[src/lsu_pkg.sv]
`default_nettype none

package lsu_pkg;

    typedef enum logic [1:0] {
        MEM_NONE  = 2'd0,
        MEM_LOAD  = 2'd1,
        MEM_STORE = 2'd2
    } mem_op_e;

    typedef enum logic [1:0] {
        MEM_BYTE = 2'd0,
        MEM_HALF = 2'd1,
        MEM_WORD = 2'd2
    } mem_size_e;

    // Request from execute on each strobe
    typedef struct packed {
        mem_op_e     op;
        mem_size_e   size;
        logic        is_unsigned;
        logic [4:0]  rd;
        logic [31:0] addr;
        logic [31:0] store_data;
        logic [31:0] alu_result;
    } ex_to_lsu_t;

    typedef struct packed {
        logic [4:0]  rd;
        logic        we;
        logic [31:0] data;
    } lsu_to_wb_t;

    // RAM window seen by the slave
    localparam logic [31:0] RAM_BASE  = 32'h8000_0000;
    localparam int          RAM_WORDS = 256;
    localparam int          RAM_AW    = $clog2(RAM_WORDS);
    localparam logic [31:0] RAM_LIMIT = RAM_BASE + 32'(RAM_WORDS * 4);

endpackage

`default_nettype wire

[src/lsu_load_align.sv]
`timescale 1ns/1ps
`default_nettype none

module lsu_load_align (
    input  logic [31:0]        r_data,
    input  logic [1:0]         offset,
    input  lsu_pkg::mem_size_e size,
    input  logic               is_unsigned,
    output logic [31:0]        load_data
);

    logic [31:0] shifted;

    assign shifted = r_data >> {offset, 3'b000};  // Addressed byte to lane 0

    always_comb begin
        case (size)
            lsu_pkg::MEM_BYTE: begin
                if (is_unsigned) begin
                    load_data = {24'b0, shifted[7:0]};
                end else begin
                    load_data = {{24{shifted[7]}}, shifted[7:0]};
                end
            end
            lsu_pkg::MEM_HALF: begin
                if (is_unsigned) begin
                    load_data = {16'b0, shifted[15:0]};
                end else begin
                    load_data = {{16{shifted[15]}}, shifted[15:0]};
                end
            end
            default: load_data = shifted;  // Word access at offset zero
        endcase
    end

endmodule

`default_nettype wire

[config.mk]
export PLATFORM = sky130hd
export DESIGN_NAME = lsu_load_align
export DESIGN_NICKNAME = d
export VERILOG_FILES = /design/src/lsu_pkg.sv /design/src/lsu_load_align.sv
export SDC_FILE = /design/constraint.sdc
export NUM_CORES = 1
export LEC_CHECK = 0
export BUFFER_PORTS_ARGS = -buffer_cell sky130_fd_sc_hd__buf_2
export CAP_MARGIN = 10
export CELL_PAD_IN_SITES_DETAIL_PLACEMENT = 1
export CELL_PAD_IN_SITES_GLOBAL_PLACEMENT = 1
export CORE_ASPECT_RATIO = 0.8
export CORE_MARGIN = 5
export CORE_UTILIZATION = 25
export DETAILED_ROUTE_END_ITERATION = 12
export MAX_ROUTING_LAYER = met4
export PLACE_DENSITY = 0.89
export RECOVER_POWER = 100
export SYNTH_ARGS = -nofsm -noshare
export SYNTH_HDL_FRONTEND = slang
export SYNTH_SLANG_ARGS = --single-unit
[constraint.sdc]
create_clock -name vclk -period 1.7
set_input_delay 0.255 -clock vclk [all_inputs]
set_output_delay 0.255 -clock vclk [all_outputs]
set_load 0.02 [all_outputs]
==> run metrics <==
Final period util=0.9856; syn_nets=140; PD cells=approximately 380 nW/um^2; total gr overflow=0; CP max-delay cell=clkbuf_2; Port Buf Inserts=69; first-pass iteration count of the detailed router=4; leading area contributor after synthesis=mux2i_1; CP required=1.44 ns; core box area=3018 sq um; Placement Cell Area=1195 sq um; Power Total=477.4 uW; DR iter-0 viols=56; die area=4288 sq um; Antenna Nets Post-Route=0; Multi-input gate area=~700 sq um; routed wire length=3668 microns; post-synthesis xor/xnor area fraction=0.01140; die height=59.58 microns; simple-gate area share of the yosys netlist=0.2068; Avg Inst Size Synth=7.459 sq um; Worst path max stage delay=0.22 ns; largest net degree at the start of global routing=17; clock buf count=0; Setup Viol. Count Final=0; largest family of logic cells by synthesized area=compound AO/OA/AOI/OAI gates; initial antenna violation count=0; Hold Crit Class=primary input to primary output; FF+latch area=0 sq um; top cells by area, synth=mux2i_1 (21%), a21oi_1 (14%), o2bb2ai_1 (9.1%); Syn. warnings=0; max-cap viol count=0; Slew headroom=0.8025; Post-Syn Area=768.2 sq um; DRC Markers=0; Met3 Routed Length=175 microns; vias per cell=5.092; Final Max Tran Viols=0; Layout Cells excl Fill=between 200 and 250; nets=around 220; Cells after DPL=213; Netlist cell types=23; top cells by count, synth=a21oi_1 (22), mux2i_1 (16), nor2b_1 (9), or2_2 (9); Diodes inserted=0; total track usage=0.1574; mux cell area share after synthesis=0.2622; hpwl dp=just under 3000 microns; Final GP Congestion=0.8276; Arrival @ worst endpoint=about 1.4 ns; Setup WS post-layout=~0.025 ns; compound-gate portion of the synthesized area=0.4365; Setup crit start kind=primary input; Rows=18; uppermost layer routed=met3; CP Capture Type=primary output; routed wire length per instance=16.90 microns; Final min period=around 1.7 ns; top fanout value on the critical path=14; Psw=277.0 uW; vias in the first global route=1106; FILL cells=429; Setup CP Type=primary input to primary output; Seq cells=0; register share of total power=0; Mapped Cells=approximately 100; Tightest Pin Transition=0.2959 ns; DR vias=between 1000 and 1500; initial core utilization=0.2546; Place WS=-0.1101 ns; Fin. Hold Viols=0; Sw Share=0.5801; DIE WIDTH=71.98 microns; VDD IR max=0.1382 mV; first-pass GRT wire length=5361 microns; WL met1=1586 microns; fmax=0.5969 GHz; Design Area, Final=1255 sq um; Area growth syn-to-layout=63.35%; Logic pwr share=1.000; Met2 Wirelength=1906 microns; Lkg Pwr=0.6253 nW; share of the synthesized area in the top cell type=0.2085; critical-path cell list=buf_2 -> buf_4 -> xnor2_2 -> nor2_4 -> buf_12 -> o22ai_1 -> clkbuf_2; count leader, synth=a21oi_1; Ports=69; clock share of power=0; outcome=finished, final reports clean; share of cells above drive strength 1=0.5593; post-synthesis adder-cell area fraction=0; sequential-to-total area share from yosys stat=0; internal power=200.5 uW
## per-stage QoR
stage          utilization  TNS [ns]  hold slack, ns
5_1_grt             0.4158  -0.01935          0.9054
3_3_place_gp        0.3959  -0.08321          0.8846
6_report            0.4158         0          0.8775
3_5_place_dp        0.3959   -0.9199          0.8773
2_1_floorplan            -         0          0.7073
4_1_cts             0.4038         0          0.8778
## path summary, 6_finish.rpt
kind | from | endpoint | slack [ns] | cells after the start
worst max-delay path | offset[0] | load_data[16] | 0.02 | 7
worst min-delay path | r_data[30] | load_data[30] | 0.88 | 3
## metal layers
metal	GRT usage	vias to the layer above
li1	-	545
met1	0.2022	524
met2	0.2827	36
met3	0.01864	0
met4	0	0
met5	-	-
## critical path: cells and delay by family
| kind | cells | cell delay [ns] |
|---|---|---|
| buffers and inverters | 4 | 0.70 |
| AOI/OAI and AO/OA | 1 | 0.20 |
| and+or+nand+nor | 1 | 0.06 |
| xor gates and xnor gates | 1 | 0.20 |
## cells by family after synthesis
kind of cell,Yosys count
AO/OA/AOI/OAI,47
AND/OR/NAND/NOR,26
multiplexers,19
buffers and inverters,10
XOR/XNOR,1
## power groups by stage
| stage | registers [mW] | logic (mW) | clock network, mW |
|---|---|---|---|
| floorplan | 0 | 0.279 | 0 |
| global placement | 0 | 0.440 | 0 |
| detailed placement | 0 | 0.450 | 0 |
| CTS | 0 | 0.458 | 0 |
| global route | 0 | 0.514 | 0 |
| finish | 0 | 0.477 | 0 |
## layout by cell type (no fill, tap or decap), drive strengths merged
| cell type | n |
|---|---|
| a221oi | 1 |
| o22ai | 8 |
| clkbuf | 13 |
| nand2 | 1 |
| nor2b | 9 |
| or2 | 9 |
| nor2 | 5 |
| o2bb2ai | 8 |
| and2b | 1 |
| o221ai | 1 |
| buf | 71 |
| xnor2 | 1 |
| nand2b | 1 |
| a21oi | 22 |
| a211oi | 7 |
| mux2 | 3 |
| mux2i | 16 |
## timing repair
action / 4_1_cts / 5_1_grt
endpoints found under the setup margin: 18 / 24
pin swaps: 2 / 2
setup buffers: 2 / 2
hold buffers: 0 / 0
gates resized for setup: 3 / 8
endpoints found under the hold margin: 0 / 0
## final cells by class
type,count,share of cell area
timing repair buffer,84,0.3958
tap,40,0.03988
multi-input combinational,93,0.5643
Power figures use the tool's default switching activity.
