## src/lsu_pkg.sv

```systemverilog
`default_nettype none

package lsu_pkg;

    typedef enum logic [1:0] {
        MEM_NONE  = 2'd0,
        MEM_LOAD  = 2'd1,
        MEM_STORE = 2'd2
    } mem_op_e;

    typedef enum logic [1:0] {
        MEM_BYTE = 2'd0,
        MEM_HALF = 2'd1,
        MEM_WORD = 2'd2
    } mem_size_e;

    // Request from execute on each strobe
    typedef struct packed {
        mem_op_e     op;
        mem_size_e   size;
        logic        is_unsigned;
        logic [4:0]  rd;
        logic [31:0] addr;
        logic [31:0] store_data;
        logic [31:0] alu_result;
    } ex_to_lsu_t;

    typedef struct packed {
        logic [4:0]  rd;
        logic        we;
        logic [31:0] data;
    } lsu_to_wb_t;

    // RAM window seen by the slave
    localparam logic [31:0] RAM_BASE  = 32'h8000_0000;
    localparam int          RAM_WORDS = 256;
    localparam int          RAM_AW    = $clog2(RAM_WORDS);
    localparam logic [31:0] RAM_LIMIT = RAM_BASE + 32'(RAM_WORDS * 4);

endpackage

`default_nettype wire

```

## src/axi_pkg.sv

```systemverilog
`default_nettype none

package axi_pkg;

    // Single-beat channels without id, len or burst
    typedef struct packed {
        logic [31:0] addr;
        logic [2:0]  size;
    } axi_ar_t;

    typedef struct packed {
        logic [31:0] addr;
        logic [2:0]  size;
    } axi_aw_t;

    typedef struct packed {
        logic [31:0] data;
        logic [3:0]  strb;
    } axi_w_t;

    typedef struct packed {
        logic [31:0] data;
        logic [1:0]  resp;
    } axi_r_t;

    typedef struct packed {
        logic [1:0] resp;
    } axi_b_t;

    localparam logic [1:0] RESP_OKAY   = 2'b00;
    localparam logic [1:0] RESP_SLVERR = 2'b10;

    localparam logic [2:0] SIZE_BYTE = 3'h0;
    localparam logic [2:0] SIZE_HALF = 3'h1;
    localparam logic [2:0] SIZE_WORD = 3'h2;

    // Extra slave cycles before AR/AW acceptance
    localparam int MEM_WAIT   = 2;
    localparam int MEM_WAIT_W = $clog2(MEM_WAIT + 1);

endpackage

`default_nettype wire

```

## src/lsu_req_decode.sv

```systemverilog
`timescale 1ns/1ps
`default_nettype none

module lsu_req_decode (
    input  lsu_pkg::ex_to_lsu_t req,
    output logic [2:0]          axi_size,
    output logic [3:0]          w_strb,
    output logic [31:0]         w_data
);

    logic [1:0] offset;
    logic [3:0] strb_base;

    assign offset = req.addr[1:0];

    always_comb begin
        case (req.size)
            lsu_pkg::MEM_BYTE: begin
                axi_size  = axi_pkg::SIZE_BYTE;
                strb_base = 4'b0001;
            end
            lsu_pkg::MEM_HALF: begin
                axi_size  = axi_pkg::SIZE_HALF;
                strb_base = 4'b0011;
            end
            default: begin
                axi_size  = axi_pkg::SIZE_WORD;
                strb_base = 4'b1111;
            end
        endcase
    end

    // Lanes follow the byte offset
    assign w_strb = strb_base << offset;
    assign w_data = req.store_data << {offset, 3'b000};

    // No split transfers, so every memory access must be naturally aligned
    always_comb begin
        if (req.op != lsu_pkg::MEM_NONE) begin
            assert ((req.size != lsu_pkg::MEM_HALF || req.addr[0] == 1'b0) &&
                    (req.size != lsu_pkg::MEM_WORD || req.addr[1:0] == 2'b00))
            else $error("misaligned access addr=%h size=%0d", req.addr, req.size);
        end
    end

endmodule

`default_nettype wire

```

## config.mk

```make
export PLATFORM = sky130hd
export DESIGN_NAME = lsu_req_decode
export DESIGN_NICKNAME = d
export VERILOG_FILES = /design/src/lsu_pkg.sv /design/src/axi_pkg.sv /design/src/lsu_req_decode.sv
export SDC_FILE = /design/constraint.sdc
export NUM_CORES = 1
export LEC_CHECK = 0
export ABC_AREA = 1
export ABC_CLOCK_PERIOD_IN_PS = 1090
export BUFFER_PORTS_ARGS = -buffer_cell sky130_fd_sc_hd__clkbuf_2
export CAP_MARGIN = 20
export CORE_ASPECT_RATIO = 1.2
export CORE_MARGIN = 5
export CORE_UTILIZATION = 29
export DETAILED_ROUTE_END_ITERATION = 10
export GPL_ROUTABILITY_DRIVEN = 0
export PLACE_DENSITY = 0.94
export RECOVER_POWER = 50
export SYNTH_ARGS = -nofsm -noshare
export SYNTH_HDL_FRONTEND = slang
export SYNTH_SLANG_ARGS = --single-unit
export TNS_END_PERCENT = 1
```

## constraint.sdc

```tcl
create_clock -name vclk -period 1.09
set_input_delay 0.109 -clock vclk [all_inputs]
set_output_delay 0.109 -clock vclk [all_outputs]
set_load 0.005 [all_outputs]
```

==> results of run 1 <==
cells in the final DEF (no fill, tap or decap), types with 2 or more instances in the layout:
cell	n
buf_4	4
clkbuf_2	71
nand2_1	78
buf_12	2
inv_1	34
nand3_1	24
nor2_1	20
clkbuf_1	2
nand2_2	5
critical path, cell delays in order:
cell	delay [ns]
buf_2	0.14
buf_12	0.15
nor2_4	0.21
nand2_1	0.09
nand2_1	0.08
clkbuf_2	0.10
kinds of logic (layout without fill, tap and decap cells):
group | after synthesis | after routing | share of synthesized area
and+or+nand+nor | 129 | 129 | 0.6926
buffers and inverters | 46 | 116 | 0.2880
other | 1 | 1 | 0.004850
AOI/OAI and AO/OA | 1 | 1 | 0.01456
what timing repair did:
| action | in CTS | in global routing |
|---|---|---|
| gates resized for setup | 0 | 2 |
| hold buffers | 0 | 0 |
| endpoints found under the setup margin | 0 | 11 |
| setup buffers | 0 | 0 |
| hold endpoints to repair | 0 | 0 |
cell type report:
cell class	instances	area [µm²]
fill	306	1385
multi-input combinational	131	550.5
timing repair buffer	80	437.9
inverter	36	137.6
tap	33	41.29
through the flow:
step	cells	power, mW
after floorplan	177	0.2593
after global placement	280	0.4544
after detailed placement	280	0.4666
after CTS	280	0.4685
after global routing	280	0.5281
final	280	0.4638
final timing paths:
kind | end | slack [ns] | cells after the start
worst max-delay path | w_data[16] | 0.09 | 6
worst min-delay path | axi_size[1] | 0.48 | 2
power breakdown:
part	switching, mW	internal [mW]
Sequential	0	0
Clock	0	0
Combinational	0.253	0.211
Total	0.253	0.211
layer usage:
layer	track usage	vias up
li1	-	653
met1	0.1771	522
met2	0.2786	60
met3	0.02907	2
met4	0.008696	0
met5	0	-
==> results.sh, run 1 <==
export IMPL_seqCellArea_um2=0
export IMPL_synth_cell_area_um2=773.2
export IMPL_postSynthAreaPerCell_um2=4.369
export IMPL_grt_pass1_wl_um=4726
export IMPL_drive_above_1_share=0.3522
export IMPL_worstHoldStart="req[103]"
export IMPL_finalHoldViolCount=0
export IMPL_synthToLayoutAreaGrowth_pct=50.97
export IMPL_pre_cts_ws_ns=0.06149
export IMPL_wire_per_inst_um=10.38
export IMPL_startpoint="req[64]"
export IMPL_synth_commonest_cells="nand2_1, inv_1, nand3_1"
export IMPL_synthMostInstantiatedCell="nand2_1"
export IMPL_stdcell_area_um2=1167
export IMPL_grtUsageTotal=0.1473
export IMPL_hp_class="input port to output pin"
export IMPL_grt_max_degree=20
export IMPL_row_count=20
export IMPL_drt_first_pass_iters=4
export IMPL_timing_final_crit_share=0.9145
export IMPL_cp_required_ns=0.98
export IMPL_antenna_found_initial=0
export IMPL_postLayoutCoreUtil=0.4574
export IMPL_start_util=0.3029
export IMPL_startpoint_type="input port"
export IMPL_dp_hpwl_um=2454
export IMPL_seq_cell_count=0
export IMPL_nNetsFinal=355
export IMPL_synth_area_leaders="nand2_1, inv_1, nand3_1, nor2_1, buf_6"
export IMPL_fp_dieW_um=57.14
export IMPL_syn_num_nets=283
export IMPL_seq_area_frac_synth=0
export IMPL_drcViolationCount=0
export IMPL_final_max_slew_viol_count=0
export IMPL_ios=145
export IMPL_crit_fanout=13
export IMPL_finalWorstSetupSlack_ns=0.09322
export IMPL_whs_ns=0.4825
export IMPL_grt_ovfl_total=0
export IMPL_yosys_area_top_type_share=0.3786
export IMPL_cellLeakagePower_nw=0.8694
export IMPL_critPathCaptureType="output pin"
export IMPL_timing_fmax_ghz=1.003
export IMPL_drt_iter0_drc=55
export IMPL_ant_nets=0
export IMPL_status="finished clean"
export IMPL_wl_met3_um=324
export IMPL_wirelength_um=2907
export IMPL_synth_cell_type_count=15
export IMPL_top_layer_used="met4"
export IMPL_netlist_instances=177
export IMPL_via_per_inst=4.418
export IMPL_max_vdd_ir_drop_mv=0.1938
export IMPL_port_buffers=74
export IMPL_synth_area_leader_cell="nand2_1"
export IMPL_worst_setup_path_type="input port to output pin"
export IMPL_ys_warnings_count=0
export IMPL_setup_viol=0
export IMPL_drv_cap=0
export IMPL_die_h_um=66.57
export IMPL_nClkBuffers=0
export IMPL_core_area_um2=2552
export IMPL_wl_met1_um=1144
export IMPL_placed_cell_area_um2=1167
export IMPL_die_area_um2=3803
export IMPL_met2WireLength_um=1419
export IMPL_power_density_nw_per_um2=397.3
export IMPL_grt_pass1_vias=1141
export IMPL_diodes=0
export IMPL_tns_ns=0
export IMPL_vias=1237
export IMPL_fin_crit_ns=0.9968
export IMPL_cp_data_arrival_time_ns=0.89
(Power assumes the default switching activity.)
==> inputs of run 2 (changes only) <==
Settings changed: ABC_AREA 1 to 0, CORE_UTILIZATION 29 to 25, PLACE_DENSITY 0.94 to 0.95, SLEW_MARGIN from default to 0.
==> run 2 against run 1 <==
  * Combinational power down 7.3%
  * Worst setup slack worse by 0.041 ns
  * Via count down 32%
  * Synthesized cell count down 56%
  * Routed wire length down 17%
  * Critical path depth down 1
==> results.sh, run 2 <==
export IMPL_status="finished clean"
export IMPL_met2WireLength_um=1240
export IMPL_fp_dieW_um=54.84
export IMPL_worst_setup_path_type="input port to output pin"
export IMPL_max_vdd_ir_drop_mv=0.1603
export IMPL_grt_max_degree=20
export IMPL_grtUsageTotal=0.1268
export IMPL_start_util=0.2615
export IMPL_synthMostInstantiatedCell="mux2i_1"
export IMPL_place_inst=181
export IMPL_cp_data_arrival_time_ns=0.93
export IMPL_wl_met3_um=302
export IMPL_finalWorstSetupSlack_ns=0.05176
export IMPL_grt_pass1_wl_um=3498
export IMPL_drcViolationCount=0
export IMPL_ios=145
export IMPL_die_area_um2=3498
export IMPL_syn_num_nets=183
export IMPL_synth_commonest_cells="mux2i_1, nor2_1, and2_1"
export IMPL_cp_required_ns=0.98
export IMPL_fillers=243
export IMPL_drt_iter0_drc=11
export IMPL_power_density_nw_per_um2=412.7
export IMPL_yosys_area_top_type_share=0.5311
export IMPL_antenna_found_initial=0
export IMPL_netlist_instances=77
export IMPL_critPathCaptureType="output pin"
export IMPL_final_common_cell="clkbuf_2"
export IMPL_core_area_um2=2306
export IMPL_postSynthAreaPerCell_um2=7.832
export IMPL_finalPower_mw=0.4296
export IMPL_finalNonFillerCells=181
export IMPL_startpoint_type="input port"
export IMPL_pre_cts_ws_ns=0.007355
export IMPL_rsz0062_at_grt="yes"
export IMPL_synth_cell_area_um2=603.1
export IMPL_synth_area_leader_cell="mux2i_1"
export IMPL_final_max_slew_viol_count=0
export IMPL_ctsHoldBuffers=0
export IMPL_row_count=19
export IMPL_timing_fmax_ghz=0.9632
export IMPL_dp_hpwl_um=2073
export IMPL_top_layer_used="met3"
export IMPL_timing_final_crit_share=0.9525
export IMPL_wl_met1_um=871
export IMPL_drt_first_pass_iters=3
export IMPL_ys_warnings_count=0
export IMPL_setup_viol=0
export IMPL_drv_cap=0
export IMPL_seq_cell_count=0
export IMPL_cellLeakagePower_nw=0.5995
export IMPL_cp_cell_sequence="clkbuf_2 -> buf_4 -> mux2i_2 -> mux2i_1 -> clkbuf_2"
export IMPL_synth_cell_type_count=19
export IMPL_diodes=0
export IMPL_cts_setup_buffers=0
export IMPL_wirelength_um=2414
export IMPL_hp_class="input port to output pin"
export IMPL_seq_area_frac_synth=0
export IMPL_ant_nets=0
export IMPL_via_per_inst=4.635
export IMPL_stdcell_area_um2=1041
export IMPL_finalHoldViolCount=0
export IMPL_layout_common_cells="clkbuf_2, mux2i_1, nor2_1"
export IMPL_wire_per_inst_um=13.34
export IMPL_crit_top_cell="clkbuf_2"
export IMPL_synth_area_leaders="mux2i_1, o2bb2ai_1, and2_1, nor2_1, buf_4"
export IMPL_synthToLayoutAreaGrowth_pct=72.61
export IMPL_postLayoutCoreUtil=0.4514
export IMPL_fin_crit_ns=1.038
export IMPL_die_h_um=63.80
export IMPL_crit_path_top_delay_cell="mux2i_2"
export IMPL_grt_ovfl_total=0
export IMPL_vias=839
export IMPL_nClkBuffers=0
export IMPL_grt_pass1_vias=804
export IMPL_drive_above_1_share=0.5600
export IMPL_seqCellArea_um2=0
export IMPL_placed_cell_area_um2=1008
export IMPL_cp_slowest_stage_delay_ns=0.25
export IMPL_port_buffers=74
export IMPL_nNetsFinal=258
export IMPL_crit_fanout=7
-- run 2: changes by cell type in the layout (fill, tap and decap cells not counted), moves of 4 or more --
cell	before	now
nand3_1	24	0
and2_1	0	8
mux2i_2	0	4
o2bb2ai_1	0	7
nand2_1	78	1
nand2_2	5	0
mux2i_1	0	27
nor2_1	20	9
inv_1	34	0
-- run 2: report_power, final --
part,internal [mW],leakage (nW),switching (mW)
Sequential,0,0,0
Clock,0,0,0
Combinational,0.226,0.599,0.204
-- run 2: layout make-up --
cell class                 instances  area, µm²  share of cell area
multi-input combinational         67      559.3              0.5373
timing repair buffer              83      442.9              0.4255
tap                               31      38.79             0.03726
-- run 2: per-stage QoR --
step | setup TNS, ns | hold slack, ns
after global placement | 0 | 0.4381
after global routing | -0.07897 | 0.4821
final | 0 | 0.4613
after floorplan | 0 | 0.2471
after detailed placement | 0 | 0.4463
after CTS | 0 | 0.4475
-- run 2: per-layer routing --
layer,vias up,GRT usage
li1,425,-
met1,372,0.1331
met2,42,0.2485
met3,0,0.03488
met4,0,0.003115
met5,-,0
-- run 2: worst paths after layout --
kind / depth (start not counted) / from / end / slack (ns)
worst max-delay path: 5 / req[64] / w_data[28] / 0.05
worst min-delay path: 2 / req[103] / axi_size[1] / 0.46
-- run 2: what timing repair did --
item | in CTS | in global routing
resized for setup | 0 | 11
hold endpoints to repair | 0 | 0
setup endpoints to repair | 0 | 10
-- run 2: critical path: cells and delay by family --
family / cells / cell delay, ns
muxes: 2 / 0.35
buffers and inverters: 3 / 0.47
-- run 2: logic make-up (layout without fill, tap and decap cells) --
group | Yosys count | after routing | share of synthesized area
AOI/OAI and AO/OA | 11 | 11 | 0.1411
and+or+nand+nor | 23 | 23 | 0.2033
other | 1 | 1 | 0.006218
muxes | 32 | 32 | 0.5311
buffers and inverters | 10 | 83 | 0.1182
