===== src/lsu_pkg.sv =====
`default_nettype none

package lsu_pkg;

    typedef enum logic [1:0] {
        MEM_NONE  = 2'd0,
        MEM_LOAD  = 2'd1,
        MEM_STORE = 2'd2
    } mem_op_e;

    typedef enum logic [1:0] {
        MEM_BYTE = 2'd0,
        MEM_HALF = 2'd1,
        MEM_WORD = 2'd2
    } mem_size_e;

    // Request from execute on each strobe
    typedef struct packed {
        mem_op_e     op;
        mem_size_e   size;
        logic        is_unsigned;
        logic [4:0]  rd;
        logic [31:0] addr;
        logic [31:0] store_data;
        logic [31:0] alu_result;
    } ex_to_lsu_t;

    typedef struct packed {
        logic [4:0]  rd;
        logic        we;
        logic [31:0] data;
    } lsu_to_wb_t;

    // RAM window seen by the slave
    localparam logic [31:0] RAM_BASE  = 32'h8000_0000;
    localparam int          RAM_WORDS = 256;
    localparam int          RAM_AW    = $clog2(RAM_WORDS);
    localparam logic [31:0] RAM_LIMIT = RAM_BASE + 32'(RAM_WORDS * 4);

endpackage

`default_nettype wire


===== src/axi_pkg.sv =====
`default_nettype none

package axi_pkg;

    // Single-beat channels without id, len or burst
    typedef struct packed {
        logic [31:0] addr;
        logic [2:0]  size;
    } axi_ar_t;

    typedef struct packed {
        logic [31:0] addr;
        logic [2:0]  size;
    } axi_aw_t;

    typedef struct packed {
        logic [31:0] data;
        logic [3:0]  strb;
    } axi_w_t;

    typedef struct packed {
        logic [31:0] data;
        logic [1:0]  resp;
    } axi_r_t;

    typedef struct packed {
        logic [1:0] resp;
    } axi_b_t;

    localparam logic [1:0] RESP_OKAY   = 2'b00;
    localparam logic [1:0] RESP_SLVERR = 2'b10;

    localparam logic [2:0] SIZE_BYTE = 3'h0;
    localparam logic [2:0] SIZE_HALF = 3'h1;
    localparam logic [2:0] SIZE_WORD = 3'h2;

    // Extra slave cycles before AR/AW acceptance
    localparam int MEM_WAIT   = 2;
    localparam int MEM_WAIT_W = $clog2(MEM_WAIT + 1);

endpackage

`default_nettype wire


===== src/lsu_axi_master.sv =====
`timescale 1ns/1ps
`default_nettype none

module lsu_axi_master (
    input  logic                clk,
    input  logic                rst,
    input  logic                exu_valid,
    input  lsu_pkg::ex_to_lsu_t ex_req,
    input  logic [2:0]          axi_size,
    input  logic [3:0]          w_strb,
    input  logic [31:0]         w_data,
    input  logic [31:0]         load_data,
    output logic                lsu_ready,
    output logic                lsu_valid,
    output lsu_pkg::lsu_to_wb_t wb,
    output logic                access_fault,
    output axi_pkg::axi_ar_t    ar,
    output logic                ar_valid,
    input  logic                ar_ready,
    output axi_pkg::axi_aw_t    aw,
    output axi_pkg::axi_w_t     w,
    output logic                aw_valid,
    output logic                w_valid,
    input  logic                aw_ready,
    input  logic                w_ready,
    input  axi_pkg::axi_r_t     r,
    input  logic                r_valid,
    output logic                r_ready,
    input  axi_pkg::axi_b_t     b,
    input  logic                b_valid,
    output logic                b_ready
);

    typedef enum logic {
        IDLE = 1'b0,
        BUSY = 1'b1
    } state_e;

    state_e     state;
    logic [4:0] rd_q;
    logic       accept;
    logic       ar_done;
    logic       wr_done;
    logic       r_done;
    logic       b_done;

    assign lsu_ready = (state == IDLE);
    assign accept    = exu_valid && lsu_ready;
    assign ar_done   = ar_valid && ar_ready;
    assign wr_done   = aw_valid && aw_ready && w_valid && w_ready;  // AW and W go together
    assign r_done    = r_valid && r_ready;
    assign b_done    = b_valid && b_ready;

    always_ff @(posedge clk or posedge rst) begin
        if (rst) begin
            state        <= IDLE;
            lsu_valid    <= 1'b0;
            access_fault <= 1'b0;
            ar_valid     <= 1'b0;
            aw_valid     <= 1'b0;
            w_valid      <= 1'b0;
            r_ready      <= 1'b0;
            b_ready      <= 1'b0;
        end else begin
            lsu_valid    <= 1'b0;
            access_fault <= 1'b0;
            case (state)
                IDLE: begin
                    if (exu_valid) begin
                        case (ex_req.op)
                            lsu_pkg::MEM_LOAD: begin
                                ar_valid <= 1'b1;
                                state    <= BUSY;
                            end
                            lsu_pkg::MEM_STORE: begin
                                aw_valid <= 1'b1;
                                w_valid  <= 1'b1;
                                state    <= BUSY;
                            end
                            default: lsu_valid <= 1'b1;  // Bypass with the alu result
                        endcase
                    end
                end
                BUSY: begin
                    if (ar_done) begin
                        ar_valid <= 1'b0;
                        r_ready  <= 1'b1;
                    end
                    if (wr_done) begin
                        aw_valid <= 1'b0;
                        w_valid  <= 1'b0;
                        b_ready  <= 1'b1;
                    end
                    if (r_done) begin
                        r_ready      <= 1'b0;
                        lsu_valid    <= 1'b1;
                        access_fault <= (r.resp != axi_pkg::RESP_OKAY);
                        state        <= IDLE;
                    end
                    if (b_done) begin
                        b_ready      <= 1'b0;
                        lsu_valid    <= 1'b1;
                        access_fault <= (b.resp != axi_pkg::RESP_OKAY);
                        state        <= IDLE;
                    end
                end
                default: state <= IDLE;
            endcase
        end
    end

    // Request payload captured on the strobe
    always_ff @(posedge clk) begin
        if (accept) begin
            rd_q    <= ex_req.rd;
            ar.addr <= ex_req.addr;
            ar.size <= axi_size;
            aw.addr <= ex_req.addr;
            aw.size <= axi_size;
            w.data  <= w_data;
            w.strb  <= w_strb;
        end
    end

    // Write-back result
    always_ff @(posedge clk) begin
        if (accept && ex_req.op == lsu_pkg::MEM_NONE) begin
            wb.rd   <= ex_req.rd;
            wb.we   <= 1'b1;
            wb.data <= ex_req.alu_result;
        end else if (r_done) begin
            wb.rd   <= rd_q;
            wb.we   <= 1'b1;
            wb.data <= (r.resp == axi_pkg::RESP_OKAY) ? load_data : 32'h0;
        end else if (b_done) begin
            wb.rd   <= rd_q;
            wb.we   <= 1'b0;  // Stores never write a register
            wb.data <= 32'h0;
        end
    end

    a_no_strobe_busy: assert property (@(posedge clk) disable iff (rst)
        exu_valid |-> lsu_ready);

    a_ar_hold: assert property (@(posedge clk) disable iff (rst)
        ar_valid && !ar_ready |=> ar_valid && $stable(ar));

    a_wr_hold: assert property (@(posedge clk) disable iff (rst)
        aw_valid && !aw_ready |=> aw_valid && w_valid && $stable(aw) && $stable(w));

    // Aligner works from the live request, so its fields must hold until done
    a_req_hold: assert property (@(posedge clk) disable iff (rst)
        state == BUSY |-> $stable({ex_req.addr[1:0], ex_req.size, ex_req.is_unsigned}));

endmodule

`default_nettype wire


===== config.mk =====
export PLATFORM = sky130hd
export DESIGN_NAME = lsu_axi_master
export DESIGN_NICKNAME = d
export VERILOG_FILES = /design/src/lsu_pkg.sv /design/src/axi_pkg.sv /design/src/lsu_axi_master.sv
export SDC_FILE = /design/constraint.sdc
export NUM_CORES = 1
export LEC_CHECK = 0
export BUFFER_PORTS_ARGS = -buffer_cell sky130_fd_sc_hd__buf_2
export CAP_MARGIN = 15
export CORE_AREA = 2 2 146 148
export DETAILED_ROUTE_END_ITERATION = 8
export DIE_AREA = 0 0 148 150
export GPL_TIMING_DRIVEN = 0
export MAX_ROUTING_LAYER = met4
export SETUP_SLACK_MARGIN = 0.2
export SYNTH_ARGS = -nofsm -noshare
export SYNTH_HDL_FRONTEND = slang
export SYNTH_SLANG_ARGS = --single-unit

===== constraint.sdc =====
create_clock -name clk -period 7.2 [get_ports clk]
set_clock_uncertainty 0.15 [all_clocks]
set_input_delay 0.36 -clock clk [delete_from_list [all_inputs] [get_ports clk]]
set_output_delay 0.36 -clock clk [all_outputs]
set_load 0.005 [all_outputs]

==> results of run 1 <==
sequential cells by signal, summed over array words and instances, names as in the netlist:
signal,cells
w,36
rd_q,5
state,1
b_ready,1
r_ready,1
ar_valid,1
wb,38
w_valid,1
access_fault,1
lsu_valid,1
aw,35
cells by family (layout without fill, tap and decap cells):
family | count (synthesis) | count (layout) | share of synthesized area [%]
buffers and inverters | 99 | 516 | 10.8
flip-flops | 121 | 121 | 70.6
other | 0 | 1 | 0
adder cells (fa/ha/maj) | 3 | 3 | 0.739
AND/OR/NAND/NOR | 45 | 45 | 7.46
AO/OA/AOI/OAI | 49 | 49 | 10.4
where the power goes:
part           switching (W)  internal (W)
logic               0.000320      0.000310
registers          0.0000612      0.000978
clock network       0.000337      0.000518
final cells by class:
| class | count | share of cell area [%] |
|---|---|---|
| diodes | 1 | 0.0298 |
| plain buffers | 57 | 4.65 |
| clock buffers | 18 | 5.12 |
| clock inverters | 14 | 1.94 |
| inverters | 42 | 1.88 |
| multi-input cells | 97 | 11.4 |
| flip-flops and latches | 121 | 42.8 |
| well taps | 275 | 4.10 |
| repair buffers | 385 | 28.1 |
critical path, cell delays in order (launching register included):
cell	delay (ps)
dfrtp_1	380
buf_2	200
nor2b_4	650
buf_12	270
buf_12	230
per-stage QoR:
step	cell area, sq um	cells
final	8390	1010
after global routing	8390	1010
after CTS	8380	1009
after detailed placement	7020	900
after global placement	6950	897
after floorplan	5080	317
layer usage:
metal	share of wire (%)	track usage [%]
met4	1.2	4.33
met3	7.1	4.33
met2	52	25.2
met1	40	15.4
met5	0	-
repair_timing:
item | in CTS | in global routing
hold endpoints to repair | 83 | 0
buffers inserted | 0 | 0
hold buffers | 77 | 0
how the worst max path moves through the flow:
stage / endpoint / slack, ps / cells after the start
4_1_cts: aw[11] / 4910 / 4
3_3_place_gp: state / 460 / 3
6_report: w[25] / 4990 / 4
2_1_floorplan: state / 2460 / 3
5_1_grt: aw[11] / 4830 / 4
3_5_place_dp: aw[13] / 4920 / 4
layout by cell type, fill, tap and decap left out, types with 2 or more instances in the layout:
master	count
clkbuf_1	7
clkbuf_16	17
buf_6	4
inv_6	5
buf_12	3
a31oi_1	3
o31ai_1	7
o31ai_2	30
clkinv_4	2
bufinv_16	2
dfrtp_1	7
buf_4	37
nand2_1	2
a22o_1	3
buf_2	311
clkinvlp_4	4
edfxtp_1	113
buf_1	4
inv_1	42
ha_1	3
dlygate4sd3_1	77
nand4b_1	37
==> run_results.csv, run 1 <==
group,metric,value,unit
outcome,status,"finished clean",
timing,setup_viol,0,
floorplanning,fp.dieW,148,microns
setup_path,worst_ep_arrival_time,2160,ps
clock_network,clkSinkCount,121,
floorplanning,io_pins,373,
cells_and_area,fillCellCount,1980,
synthesis,yosysTopAreaCell,"edfxtp_1",
cells_and_area,multiInputGateArea,955,sq um
floorplanning,num_rows,53,
power_and_ir_drop,p_leak,3.76,nW
global_route,antenna_found_initial,1,
synthesis,syn-num-nets,541,
timing,rsz0062_at_grt,"no",
synthesis,seq_area_frac_synth,70.6,%
clock_network,cts_made_buffers,17,
placement,gp_congestion,0.738,
placement,hpwl,11600,microns
timing,hold_slack,66.6,ps
synthesis,async_reset_ff_share,5.79,%
synthesis,syn-cell-area,5080,sq um
timing,worst_slew_pin_slew,782,ps
clock_network,cts_tree,"yes",
cells_and_area,ff_latch_area,3590,sq um
setup_path,path_max_fanout,37,
global_route,grt_max_degree,38,
hold_path,hold_path.class,"input pin to register",
floorplanning,core_region_area,20700,sq um
timing,fin_crit,2210,ps
route,routedWlPerCell,15.7,microns
hold_path,holdPathStages,2,
clock_network,htree_levels,4,
route,dr_total_vias,4096,
floorplanning,start_util,24.6,%
setup_path,worst-r2r-setup-slack,4990,ps
setup_path,r2r_end,"w[25]",
power_and_ir_drop,p_per_area,301,nW/um^2
timing,slew_viol_final,0,
placement,io_buffers,305,
route,route.detailed.drc,0,
route,drt-pass1-iter-count,4,
cells_and_area,fin_util,40.5,%
timing,timing.final.crit_share,30.7,%
setup_path,cp-startpoint,"state",
route,postRouteAntennaNets,0,
route,first_iter_violations,136,
clock_network,clk_path_buf_depth,2,
setup_path,critPathRequiredTime,7150,ps
route,viasPerCell,4.06,
clock_network,postCtsResizedCells,0,
synthesis,synthTopCellsByArea,"edfxtp_1 (67%), o31ai_2 (7.4%), nand4b_1 (6.4%)",
setup_path,path_class,"register to register",
global_route,grt_pass1_vias,4241,
synthesis,synth_ff_type,"edfxtp_1",
synthesis,syn_inst,317,
timing,max_slew_margin,47.7,%
synthesis,synth-seq-cells,121,
cells_and_area,syn_to_final_growth,65.1,%
floorplanning,die_h,150,microns
synthesis,synth_edf_count,113,
setup_path,end_kind,"register",
synthesis,synthTopCellsByCount,"edfxtp_1 (113), inv_1 (42), buf_4 (37), nand4b_1 (37), o31ai_2 (30)",
flow_run,maxCapViolations,0,
timing,setup_tns,0,ps
hold_path,hold_start,"b_valid",
route,wirelength,15800,microns
synthesis,synthesis.area_per_instance,16.0,sq um
cells_and_area,drive_gt1_share,57.1,%
synthesis,synth_top_area_share,66.8,%
floorplanning,dieArea,22200,sq um
hold_path,min_to,"b_ready",
timing,layout_setup_ws,4990,ps
global_route,groute.usage.overall,14.2,%
synthesis,yosysMostFrequentCell,"edfxtp_1",
setup_path,rr_worst_depth,4,
global_route,overflow,0,
power_and_ir_drop,total_power,0.00252,W
clock_network,worstSkewPairLatency,400,ps
synthesis,ys_types,28,
setup_path,r2r-start,"state",
synthesis,yosys_warnings,0,
timing,hold_viol,0,
setup_path,cp-start-kind,"register",
global_route,grt_pass1_wl,23000,microns
timing,max_freq,0.452,GHz
clock_network,path_clk_slew,60,ps
placement,pre_cts_ws,4920,ps
power_and_ir_drop,ir_drop,0.000190,V
cells_and_area,nets,945,
clock_network,clock-root-buffer,"clkbuf_16",
No activity file was read; power rests on OpenSTA's default activity.
==> run 2, diff against run 1 <==
--- a/config.mk
+++ b/config.mk
@@ -7,9 +7,9 @@
 export LEC_CHECK = 0
 export BUFFER_PORTS_ARGS = -buffer_cell sky130_fd_sc_hd__buf_2
 export CAP_MARGIN = 15
-export CORE_AREA = 2 2 146 148
+export CORE_AREA = 2 2 143 145
 export DETAILED_ROUTE_END_ITERATION = 8
-export DIE_AREA = 0 0 148 150
+export DIE_AREA = 0 0 145 147
 export GPL_TIMING_DRIVEN = 0
 export MAX_ROUTING_LAYER = met4
 export SETUP_SLACK_MARGIN = 0.2
==> constraint.sdc (replaced) <==
create_clock -name clk -period 2 [get_ports clk]
set_clock_uncertainty 0.15 [all_clocks]
set_input_delay 0.1 -clock clk [delete_from_list [all_inputs] [get_ports clk]]
set_output_delay 0.1 -clock clk [all_outputs]
set_load 0.005 [all_outputs]
==> run 2 against run 1 <==
  * The run now ends with negative hold slack left
  * Cell count up 8.0%
  * Critical path depth unchanged
  * Core utilization up 6.1 points
  * Global-route usage up 2.2 points
  * First-iteration DRC count up 31%
  * Clock power rose to 3.5 times the previous value
  * Die area down 4.0%
  * Worst hold slack worse by 69 ps
  * Non-clock buffer count up 83
  * Design area up 10%
  * Via count up 11%
  * Register-to-register slack worse by 4700 ps
  * Critical endpoint is now wb[34]
  * Highest routed layer unchanged
==> run_results.csv, run 2 (same netlist as run 1, synthesis figures left out) <==
group,metric,value,unit
timing,fin_crit,1680,ps
floorplanning,io_pins,373,
route,routedWlPerCell,15.6,microns
clock_network,htree_levels,4,
route,wirelength,17000,microns
setup_path,path_max_fanout,12,
cells_and_area,nets,1030,
hold_path,hold_path.class,"input pin to register",
setup_path,r2r_end,"wb[34]",
route,route.detailed.drc,0,
route,postRouteAntennaNets,0,
cells_and_area,final_common_cell,"buf_2",
hold_path,holdPathStages,3,
floorplanning,start_util,25.6,%
clock_network,cts_made_buffers,17,
cells_and_area,final_area,9260,sq um
power_and_ir_drop,ir_drop,0.000583,V
outcome,violations,"negative hold slack",
timing,worst_slew_pin_slew,499,ps
setup_path,path_class,"register to register",
cells_and_area,final_cell_mix,"buf_2 (310), dlygate4sd3_1 (153), edfxtp_1 (113)",
cells_and_area,stdcell_count,1091,
power_and_ir_drop,p_leak,4.15,nW
timing,hold_slack,-1.91,ps
placement,placedCellCount,894,
global_route,grt_pass1_vias,4812,
cells_and_area,drive_gt1_share,52.4,%
hold_path,hold_start,"r[0]",
clock_network,worstSkewPairLatency,410,ps
placement,postPlaceCellArea,7010,sq um
cells_and_area,regMostFlops,"wb",
cells_and_area,largest_reg_flops,38,
timing,timing.final.crit_share,84.2,%
cells_and_area,syn_to_final_growth,82.3,%
clock_network,clk_path_buf_depth,2,
placement,hpwl,11300,microns
timing,setup_viol,0,
flow_run,maxCapViolations,0,
placement,io_buffers,305,
timing,rsz0062_at_grt,"no",
power_and_ir_drop,p_per_area,1010,nW/um^2
timing,slew_viol_final,0,
power_and_ir_drop,total_power,0.00935,W
clock_network,clock-root-buffer,"clkbuf_16",
route,drt-pass1-iter-count,5,
outcome,status,"complete, but fails checks",
timing,max_freq,0.594,GHz
hold_path,min_to,"access_fault",
setup_path,worst-r2r-setup-slack,320,ps
floorplanning,dieArea,21300,sq um
setup_path,worst_ep_arrival_time,1660,ps
global_route,groute.usage.overall,16.5,%
setup_path,critPathRequiredTime,1970,ps
floorplanning,core_region_area,19800,sq um
cells_and_area,top_regs,"wb (38), w (36), aw (35)",
global_route,antenna_found_initial,2,
clock_network,cts_tree,"yes",
floorplanning,fp.dieW,145,microns
setup_path,r2r-start,"state",
setup_path,end_kind,"register",
clock_network,path_clk_slew,60,ps
global_route,grt_pass1_wl,26100,microns
timing,max_slew_margin,66.7,%
clock_network,clkSinkCount,121,
floorplanning,num_rows,52,
floorplanning,die_h,147,microns
placement,gp_congestion,0.752,
setup_path,cp-start-kind,"register",
route,viasPerCell,4.18,
global_route,grt_max_degree,33,
route,first_iter_violations,178,
timing,hold_viol,1,
setup_path,rr_worst_depth,4,
global_route,overflow,0,
route,dr_total_vias,4555,
run 2: cell types whose count changed in the layout (fill, tap and decap cells not counted), moves of 2 or more:
cell           delta
dlygate4sd3_1    +76
buf_4             +4
buf_12            +3
clkinvlp_4        -3
nand2b_4          +3
clkinv_4          +2
inv_8             +2
run 2: timing repair:
item / in CTS / in global routing
pin swaps: 1 / 0
buffers inserted: 6 / 2
gates cloned: 1 / 1
endpoints found under the setup margin: 100 / 37
endpoints found under the hold margin: 126 / 0
hold buffers: 153 / 0
gates resized for setup: 1 / 1
run 2: routing by layer:
metal	share of wire, %	global-route usage [%]	vias up	routed length (microns)
li1	-	-	2157	-
met1	38	17.4	2145	6470
met2	53	29.3	218	9030
met3	6.6	5.16	35	1120
met4	2.1	5.50	0	365
met5	0	-	-	0
run 2: final cells by class:
cell class	instances	area, sq um
Buffer	57	397
Fill cell	1785	10600
Antenna cell	2	5.00
Timing Repair Buffer	468	3210
Multi-Input combinational cell	99	987
Inverter	42	158
Sequential cell	121	3590
Clock buffer	17	425
Tap cell	270	338
Clock inverter	15	155
run 2: through the flow:
| stage | setup TNS, ps | worst slack (ps) | util (%) | hold WS [ps] |
|---|---|---|---|---|
| 2_1_floorplan | -19150 | -244 | - | -247 |
| 3_3_place_gp | -66830 | -840 | 35.1 | -94.1 |
| 3_5_place_dp | -1540 | -44.0 | 35.3 | -96.7 |
| 4_1_cts | 0 | 205 | 46.4 | 0.399 |
| 5_1_grt | 0 | 236 | 46.7 | 20.2 |
| 6_report | 0 | 317 | 46.7 | -1.91 |
run 2: worst max-delay path, cell delays in order (launching register included):
cell	delay (ps)
dfrtp_1	390
and3b_1	270
buf_4	240
nand2b_4	190
buf_12	140
run 2: worst max-delay path by stage:
stage,startpoint,slack (ps),cells past startpoint,to
floorplan,state,-240,2,aw[0]
detailed placement,ex_req[104],-40,6,wb[19]
global placement,state,-840,2,aw[14]
CTS,state,210,3,wb[34]
finish,state,320,4,wb[34]
global route,b_ready,240,3,access_fault
run 2: where the power goes:
group	internal (W)	switching, W	total [W]	leakage (nW)
Sequential	0.00352	0.000222	0.00374	1.19
Combinational	0.00136	0.00125	0.00261	2.68
Clock	0.00176	0.00124	0.00300	0.285
Total	0.00664	0.00271	0.00935	4.15
